File: src/design/cnn_shape_pkg.sv
//==========================================================================
// window shape, channel count and pipeline latencies of the second CNN
// convolution stage, shared by the RTL and the testbench
//==========================================================================

package cnn_shape_pkg;

	//==========================================================================
	// window geometry
	//==========================================================================

	// 5x5 window per input channel
	localparam int KX = 5;
	localparam int KY = 5;

	// taps per window, tap k = row * KX + column
	localparam int K_TAPS = KX * KY;

	// two input channels feed one output pixel
	localparam int N_IN_CH = 2;

	//==========================================================================
	// pipeline latencies in clock cycles
	//==========================================================================

	// product register, then adder tree register
	localparam int KERNEL_LATENCY = 2;

	// channel sum, bias and ReLU in one registered stage
	localparam int SUM_LATENCY = 1;

	// input valid to output pixel valid
	localparam int CORE_LATENCY = KERNEL_LATENCY + SUM_LATENCY;

endpackage

File: src/design/cnn_width_pkg.sv
//==========================================================================
// bit widths and vector types of the datapath: weights, feature map
// elements, products, kernel sums, bias and output pixel
// flattened windows hold tap k at slice k
//==========================================================================

package cnn_width_pkg;

	// tap count for the flattened window types
	import cnn_shape_pkg::*;

	//==========================================================================
	// element widths
	//==========================================================================

	// signed weight
	localparam int W_BW = 8;

	// signed feature map element from stage 1
	localparam int I_BW = 20;

	// full product, no rounding
	localparam int M_BW = W_BW + I_BW;

	// 25 terms need 5 growth bits
	localparam int AK_BW = M_BW + $clog2(K_TAPS);

	// signed bias
	localparam int B_BW = 16;

	// two kernel sums plus bias, one bit per doubling
	localparam int O_BW = AK_BW + 2;

	//==========================================================================
	// types
	//==========================================================================

	typedef logic signed [W_BW-1:0]  weight_t;
	typedef logic signed [I_BW-1:0]  fmap_t;
	typedef logic signed [M_BW-1:0]  mul_t;
	typedef logic signed [AK_BW-1:0] kacc_t;
	typedef logic signed [B_BW-1:0]  bias_t;
	typedef logic signed [O_BW-1:0]  ofmap_t;

	// whole windows, tap k at [k*BW +: BW]
	typedef logic [K_TAPS*W_BW-1:0] weight_win_t;
	typedef logic [K_TAPS*I_BW-1:0] fmap_win_t;

endpackage

File: src/design/stage2_channel_sum.sv
`timescale 1ns/1ps
//==========================================================================
// last stage of the second convolution: adds both kernel sums and the
// bias, clamps negative results to zero and registers the output pixel
//==========================================================================

module stage2_channel_sum
	import cnn_width_pkg::*;
(
	input  logic   clk,
	input  logic   reset_n,

	// kernel sums, valid together
	input  logic   i_in_valid,
	input  kacc_t  i_acc_ch0,
	input  kacc_t  i_acc_ch1,

	// bias level, held stable over a run
	input  bias_t  i_bias,

	// output pixel, one cycle after the sums
	output logic   o_ot_valid,
	output ofmap_t o_ot_fmap
);

	//==========================================================================
	// sum and bias
	//==========================================================================

	ofmap_t ext_ch0;
	ofmap_t ext_ch1;
	ofmap_t ext_bias;
	ofmap_t pixel_sum;
	ofmap_t pixel_relu;

	// sign extension to the output width
	assign ext_ch0  = ofmap_t'(i_acc_ch0);
	assign ext_ch1  = ofmap_t'(i_acc_ch1);
	assign ext_bias = ofmap_t'(i_bias);

	// two growth bits cover the worst case
	assign pixel_sum = ext_ch0 + ext_ch1 + ext_bias;

	// ReLU, negative goes to zero
	assign pixel_relu = pixel_sum[O_BW-1] ? '0 : pixel_sum;

	//==========================================================================
	// output register
	//==========================================================================

	logic   r_valid;
	ofmap_t r_fmap;

	// strobe follows input valid every cycle
	always_ff @(posedge clk or negedge reset_n) begin
		if (!reset_n) begin
			r_valid <= 1'b0;
		end else begin
			r_valid <= i_in_valid;
		end
	end

	// pixel holds between windows
	always_ff @(posedge clk or negedge reset_n) begin
		if (!reset_n) begin
			r_fmap <= '0;
		end else if (i_in_valid) begin
			r_fmap <= pixel_relu;
		end
	end

	assign o_ot_valid = r_valid;
	assign o_ot_fmap  = r_fmap;

endmodule

File: config.mk
export PLATFORM = sky130hd
export DESIGN_NAME = stage2_channel_sum
export DESIGN_NICKNAME = d
export VERILOG_FILES = /design/src/design/cnn_shape_pkg.sv /design/src/design/cnn_width_pkg.sv /design/src/design/stage2_channel_sum.sv
export SDC_FILE = /design/constraint.sdc
export NUM_CORES = 1
export LEC_CHECK = 0
export BUFFER_PORTS_ARGS = -buffer_cell sky130_fd_sc_hd__buf_4
export CAP_MARGIN = 20
export CORE_AREA = 3 3 98 100
export DETAILED_ROUTE_END_ITERATION = 16
export DIE_AREA = 0 0 101 103
export GPL_TIMING_DRIVEN = 1
export MAX_ROUTING_LAYER = met4
export PLACE_DENSITY = 0.7
export SLEW_MARGIN = 20
export SYNTH_ARGS = -nofsm -noshare
export SYNTH_HDL_FRONTEND = slang
export SYNTH_SLANG_ARGS = --single-unit
export TNS_END_PERCENT = 1
File: constraint.sdc
create_clock -name clk -period 1.33 [get_ports clk]
set_clock_uncertainty 0.2 [all_clocks]
set_input_delay 0.3325 -clock clk [delete_from_list [all_inputs] [get_ports clk]]
set_output_delay 0.3325 -clock clk [all_outputs]
set_load 0.01 [all_outputs]
==> run_results.csv, run 1 <==
group,metric,value,unit
critical_path,reg2regPathDepth,2,
detailed_routing,wl_per_cell,14.8,µm
synth,synth_nets,593,
timing,finalSetupViolations,67,
min_path,hold_depth,1,
detailed_routing,vias,4156,
critical_path,critPathArrivalTime,3210,ps
outcome,violations,"negative setup slack",
detailed_routing,dr.pass1.iters,4,
timing,slew_viol_final,0,
outcome,status,"complete, but fails checks",
global_routing,track_usage,0.230,
critical_path,reg2reg_to,"o_ot_fmap[31]",
synth,synth-seq-cells,35,
min_path,holdPathEnd,"o_ot_valid",
floorplan,die_area,10400,µm²
floorplan,io_pins,121,
placed_design,globalplace.congestion,0.906,
clocking,clk_transition_reported_paths,70,ps
layout,antennaDiodeCount,0,
critical_path,ff2ff_setup_slack,270,ps
placed_design,dp_slack,-2280,ps
detailed_routing,routed_via_density,5.31,
synth,synth_simple_gate_area_frac,0.150,
timing,fin_ws,-1870,ps
global_routing,grt_pass1_vias,4211,
clocking,clk_latency,290,ps
layout,fillers,679,
critical_path,critical_path.startpoint_type,"input pin",
synth,synth_compound_gate_area_share,0.230,
layout,stdcell_count,782,
timing,timing.fmax,0.313,GHz
placed_design,dp_hpwl,9390,µm
synth,synthXorXnorAreaFrac,0.0577,
synth,netlist_area,3950,µm²
global_routing,grt_max_degree,36,
detailed_routing,drtIter0Drc,142,
synth,ys_types,60,
global_routing,grt_antenna_before_repair,0,
layout,nNetsFinal,825,
layout,fin_util,0.712,
synth,async_flop_share,1.00,
flow_run,maxCapViolations,0,
synth,yosysWarnings,0,
synth,avgSynthCellArea,8.95,µm²
synth,synthCells,441,
floorplan,rows,34,
floorplan,core_area,8760,µm²
layout,syn_to_final_growth,58.2,%
clocking,cts_buffers,5,
critical_path,crit_fanout,4,
synth,synth.area.mux_share,0.00254,
floorplan,die_h,103,µm
min_path,hold_path_class,"input pin to flip-flop",
synth,synthAdderAreaFrac,0.277,
synth,synth_edf_count,0,
placed_design,io_buffers,119,
pwr,p_per_area,1310,nW/µm²
detailed_routing,routed_wl,11500,µm
timing,hold_viol,0,
clocking,clockRootBuffer,"clkbuf_8",
timing,finalSetupTns,-62580,ps
critical_path,crit_type,"input pin to flip-flop",
floorplan,start_util,0.450,
timing,min_period,3200,ps
critical_path,critPathCaptureType,"flip-flop",
floorplan,fp.dieW,101,µm
global_routing,grt_pass1_wl,18900,µm
critical_path,cp.required,1340,ps
layout,layout-drive-gt1-share,0.421,
synth,synth_top_family_by_area,"adder cells",
placed_design,place_inst,768,
clocking,cts.htree.levels,2,
clocking,cts_tree,"built",
pwr,leakagePower,3.07,nW
min_path,hold_start,"i_in_valid",
synth,synth_ff_type,"dfrtp_1",
clocking,cts.sinks,35,
pwr,peakVddDrop,0.622,mV
detailed_routing,drc,0,
timing,rsz0062_at_grt,"true",
clocking,clk_path_buf_depth,2,
timing,final.period_utilization,2.40,
critical_path,reg2reg_from,"o_ot_fmap[31]",
global_routing,grt_overflow,0,
synth,ys_seq_area_frac,0.222,
detailed_routing,ant_nets,0,
logic make-up after synthesis:
logic type | after synthesis
and+or+nand+nor | 115
DFF | 35
adders and majority gates | 67
other | 1
xor gates and xnor gates | 26
buffers and inverters | 59
AOI/OAI and AO/OA | 137
muxes | 1
Yosys cell counts, drive strengths merged (2+ instances only):
master	n	area, µm²
nand4	8	50.1
a21o	17	128
xnor2	18	158
clkbuf	10	38.8
nor3b	2	15.0
o211ai	4	30.0
o31ai	2	15.0
buf	8	45.0
nand3	27	135
o21ba	2	20.0
ha	33	413
nor3	5	25.0
and2	3	18.8
or4	2	15.0
o21ai	39	199
nor2b	8	50.1
nand4b	2	17.5
a311oi	3	32.5
o22ai	8	50.1
a2111oi	2	23.8
fa	34	681
inv	41	154
dfrtp	35	876
xor2	8	70.1
a41oi	2	36.3
a31oi	6	37.5
o21bai	2	15.0
nor2	19	71.3
and3	8	50.1
nand2	25	101
a21oi	33	165
o21a	3	22.5
a31o	4	35.0
layer usage:
metal,GRT usage,vias to the layer above,routed length (µm)
met1,0.289,1982,4910
met2,0.404,113,5920
met5,-,-,0
met4,0.0573,0,184
met3,0.0196,20,519
li1,-,2041,-
sequential cells by signal, indices dropped and copies added, names as in the netlist:
name	flops
o_ot_fmap	34
o_ot_valid	1
layout by cell type, fill, tap and decap left out, drive strengths merged, types with 17 or more instances in the layout:
master	n
ha	33
nand2	25
nor2	19
fa	34
buf	242
a21oi	33
o21ai	39
xnor2	18
a21o	17
dfrtp	35
nand3	27
inv	41
where the power goes:
group / switching, mW / internal (mW) / total (mW)
combinational: 2.55 / 3.07 / 5.61
clock: 0.412 / 0.359 / 0.771
sequential: 0.324 / 1.46 / 1.78
through the flow:
step           instance area (µm²)  hold WS, ps  power [mW]
2_1_floorplan                 3970         -163        4.31
3_3_place_gp                  5820          111        6.66
3_5_place_dp                  5820          121        6.77
4_1_cts                       6170         73.9        8.06
5_1_grt                       6240         69.3        8.81
6_report                      6240         73.3        8.17
worst max-delay path: stages:
cell and delay (ps):
buf_4 110, fa_1 510, ha_4 290, and3_4 180
nand2_1 70, or4_4 530, a311oi_2 240, buf_4 160
o21ai_2 80, a41oi_4 190, buf_12 150, nand2_4 80
buf_12 140, o22ai_1 130
timing repair:
| item | 4_1_cts | 5_1_grt |
|---|---|---|
| pin swaps | 8 | 8 |
| setup buffers | 3 | 1 |
| endpoints found under the hold margin | 35 | 0 |
| hold buffers | 1 | 0 |
| cloned | 1 | 0 |
| endpoints found under the setup margin | 69 | 69 |
| resized for setup | 51 | 16 |
how the worst max path moves through the flow:
stage | startpoint | end | slack [ps]
2_1_floorplan | i_acc_ch0[1] | o_ot_fmap[33] | -1960
5_1_grt | i_bias[1] | o_ot_fmap[31] | -1970
3_3_place_gp | i_acc_ch0[1] | o_ot_fmap[31] | -2230
6_report | i_acc_ch1[15] | o_ot_fmap[25] | -1870
4_1_cts | i_bias[1] | o_ot_fmap[31] | -1870
3_5_place_dp | i_acc_ch0[1] | o_ot_fmap[31] | -2280
layout make-up:
class	instances	area (µm²)	share of cell area
multi-input cells	347	2940	0.472
repair buffers	243	2050	0.328
flip-flops and latches	35	876	0.140
inverters	41	154	0.0247
well taps	108	135	0.0217
clock buffers	5	68.8	0.0110
clock inverters	3	15.0	0.00241
(Power assumes the default switching activity.)
==> run 2, diff against run 1 <==
--- a/config.mk
+++ b/config.mk
@@ -7,12 +7,14 @@
 export LEC_CHECK = 0
 export BUFFER_PORTS_ARGS = -buffer_cell sky130_fd_sc_hd__buf_4
 export CAP_MARGIN = 20
-export CORE_AREA = 3 3 98 100
+export CELL_PAD_IN_SITES_DETAIL_PLACEMENT = 1
+export CELL_PAD_IN_SITES_GLOBAL_PLACEMENT = 1
+export CORE_AREA = 3 3 105 107
 export DETAILED_ROUTE_END_ITERATION = 16
-export DIE_AREA = 0 0 101 103
+export DIE_AREA = 0 0 108 110
 export GPL_TIMING_DRIVEN = 1
 export MAX_ROUTING_LAYER = met4
-export PLACE_DENSITY = 0.7
+export PLACE_DENSITY_LB_ADDON = 0.1
 export SLEW_MARGIN = 20
 export SYNTH_ARGS = -nofsm -noshare
 export SYNTH_HDL_FRONTEND = slang
==> run_results.csv, run 2 (synthesized netlist as in run 1, its figures left out) <==
group,metric,value,unit
outcome,status,"complete, but fails checks",
outcome,violations,"negative setup slack",
pwr,leakagePower,3.01,nW
critical_path,cpMostUsedCell,"o211ai_1",
detailed_routing,drc,0,
clocking,clk_transition_reported_paths,80,ps
global_routing,grt_pass1_wl,22200,µm
timing,min_period,3250,ps
global_routing,track_usage,0.239,
pwr,peakVddDrop,0.661,mV
critical_path,crit_buf_inv,3,
timing,slew_viol_final,0,
critical_path,critical_path.startpoint_type,"input pin",
floorplan,die_h,110,µm
critical_path,cp.required,1320,ps
placed_design,globalplace.congestion,0.871,
detailed_routing,ant_nets,0,
global_routing,grt_max_degree,36,
critical_path,crit_fanout,4,
floorplan,core_area,10200,µm²
timing,final.period_utilization,2.44,
detailed_routing,routed_via_density,5.24,
global_routing,grt_overflow,0,
timing,hold_ws,175,ps
layout,syn_to_final_growth,56.6,%
timing,timing.fmax,0.308,GHz
clocking,clk_latency,290,ps
placed_design,io_buffers,119,
layout,largest_register_ffs,34,
clocking,cts_buffers,5,
critical_path,cpPeakStageDelay,500,ps
clocking,cts.sinks,35,
layout,layout_commonest_cell,"buf_4",
critical_path,crit_type,"input pin to flip-flop",
critical_path,crit_slowest_cell,"fa_1",
placed_design,dp_hpwl,11000,µm
timing,fin_ws,-1920,ps
global_routing,grt_pass1_vias,4717,
floorplan,start_util,0.386,
clocking,cts_tree,"built",
timing,hold_viol,0,
layout,nNetsFinal,818,
floorplan,fp.dieW,108,µm
floorplan,rows,37,
global_routing,grt_antenna_before_repair,0,
min_path,hold_path_class,"input pin to flip-flop",
critical_path,critPathArrivalTime,3240,ps
detailed_routing,wl_per_cell,16.8,µm
detailed_routing,vias,4210,
floorplan,die_area,11900,µm²
layout,fillers,1210,
critical_path,critPathCaptureType,"flip-flop",
critical_path,critPathTopFamily,"compound AO/OA/AOI/OAI gates",
layout,antennaDiodeCount,0,
detailed_routing,dr.pass1.iters,4,
placed_design,dp_slack,-2430,ps
timing,rsz0062_at_grt,"true",
detailed_routing,routed_wl,13500,µm
clocking,cts.htree.levels,2,
layout,layout-drive-gt1-share,0.415,
pwr,p_per_area,1320,nW/µm²
detailed_routing,drtIter0Drc,92,
critical_path,ff2ff_setup_slack,250,ps
clocking,clk_path_buf_depth,2,
floorplan,io_pins,121,
flow_run,maxCapViolations,0,
clocking,clockRootBuffer,"clkbuf_8",
layout,layout_common_cells,"buf_4, inv_1, buf_6, o21ai_0, dfrtp_1",
critical_path,worstPathCellList,"buf_6 -> fa_1 -> ha_2 -> inv_2 -> fa_2 -> nor2b_4 -> o211ai_1 -> o211ai_1 -> buf_4 -> or4_4 -> a21oi_4 -> o41ai_2 -> xnor2_1 -> a31o_2",
timing,finalSetupViolations,67,
## run 2: changes by cell type in the layout (fill, tap and decap cells not counted), sizes merged
cell | previous run | this run
clkinv | 3 | 1
buf | 242 | 235
clkinvlp | 0 | 2
## run 2: final timing paths
check	end	cells after the start	from
setup / recovery	o_ot_fmap[31]	14	i_bias[1]
hold / removal	o_ot_fmap[28]	2	i_in_valid
setup reg to reg	o_ot_fmap[31]	2	o_ot_fmap[31]
hold reg to reg	o_ot_fmap[14]	2	o_ot_fmap[14]
max in group asynchronous	o_ot_fmap[11]	2	reset_n
min in group asynchronous	o_ot_valid	2	reset_n
## run 2: routing by layer
layer / GRT usage / routed length, µm / up-vias
met2: 0.439 / 7070 / 97
met4: 0.0604 / 250 / 0
met5: - / 0 / -
met3: 0.0256 / 447 / 23
li1: - / - / 2021
met1: 0.281 / 5690 / 2069
## run 2: cell type report
class                           instances  area (µm²)  area share
Sequential cell                        35         876       0.142
Clock inverter                          3        20.0     0.00324
Inverter                               41         154      0.0249
Timing Repair Buffer                  236        1930       0.313
Multi-Input combinational cell        347        2960       0.479
Tap cell                              136         170      0.0275
Clock buffer                            5        68.8      0.0111
## run 2: stage by stage
| stage | cells | area (µm²) | setup TNS (ps) | total power, mW | util |
|---|---|---|---|---|---|
| 2_1_floorplan | 441 | 3970 | -64800 | 4.31 | - |
| 3_3_place_gp | 792 | 5800 | -73970 | 6.63 | 0.567 |
| 3_5_place_dp | 792 | 5800 | -76500 | 6.83 | 0.567 |
| 4_1_cts | 802 | 6120 | -62290 | 8.08 | 0.598 |
| 5_1_grt | 803 | 6180 | -67940 | 8.83 | 0.604 |
| 6_report | 803 | 6180 | -62150 | 8.15 | 0.604 |
## run 2: power breakdown
part,switching [mW],internal [mW]
sequential,0.346,1.46
combinational,2.60,2.95
clock,0.428,0.365
total,3.37,4.78
## run 2: timing repair
action                                 4_1_cts  5_1_grt
endpoints found under the hold margin       35        0
setup endpoints to repair                   69       69
gates resized for setup                     53        9
pin swaps                                   11        4
buffers inserted                             1        1
hold buffers                                 1        0
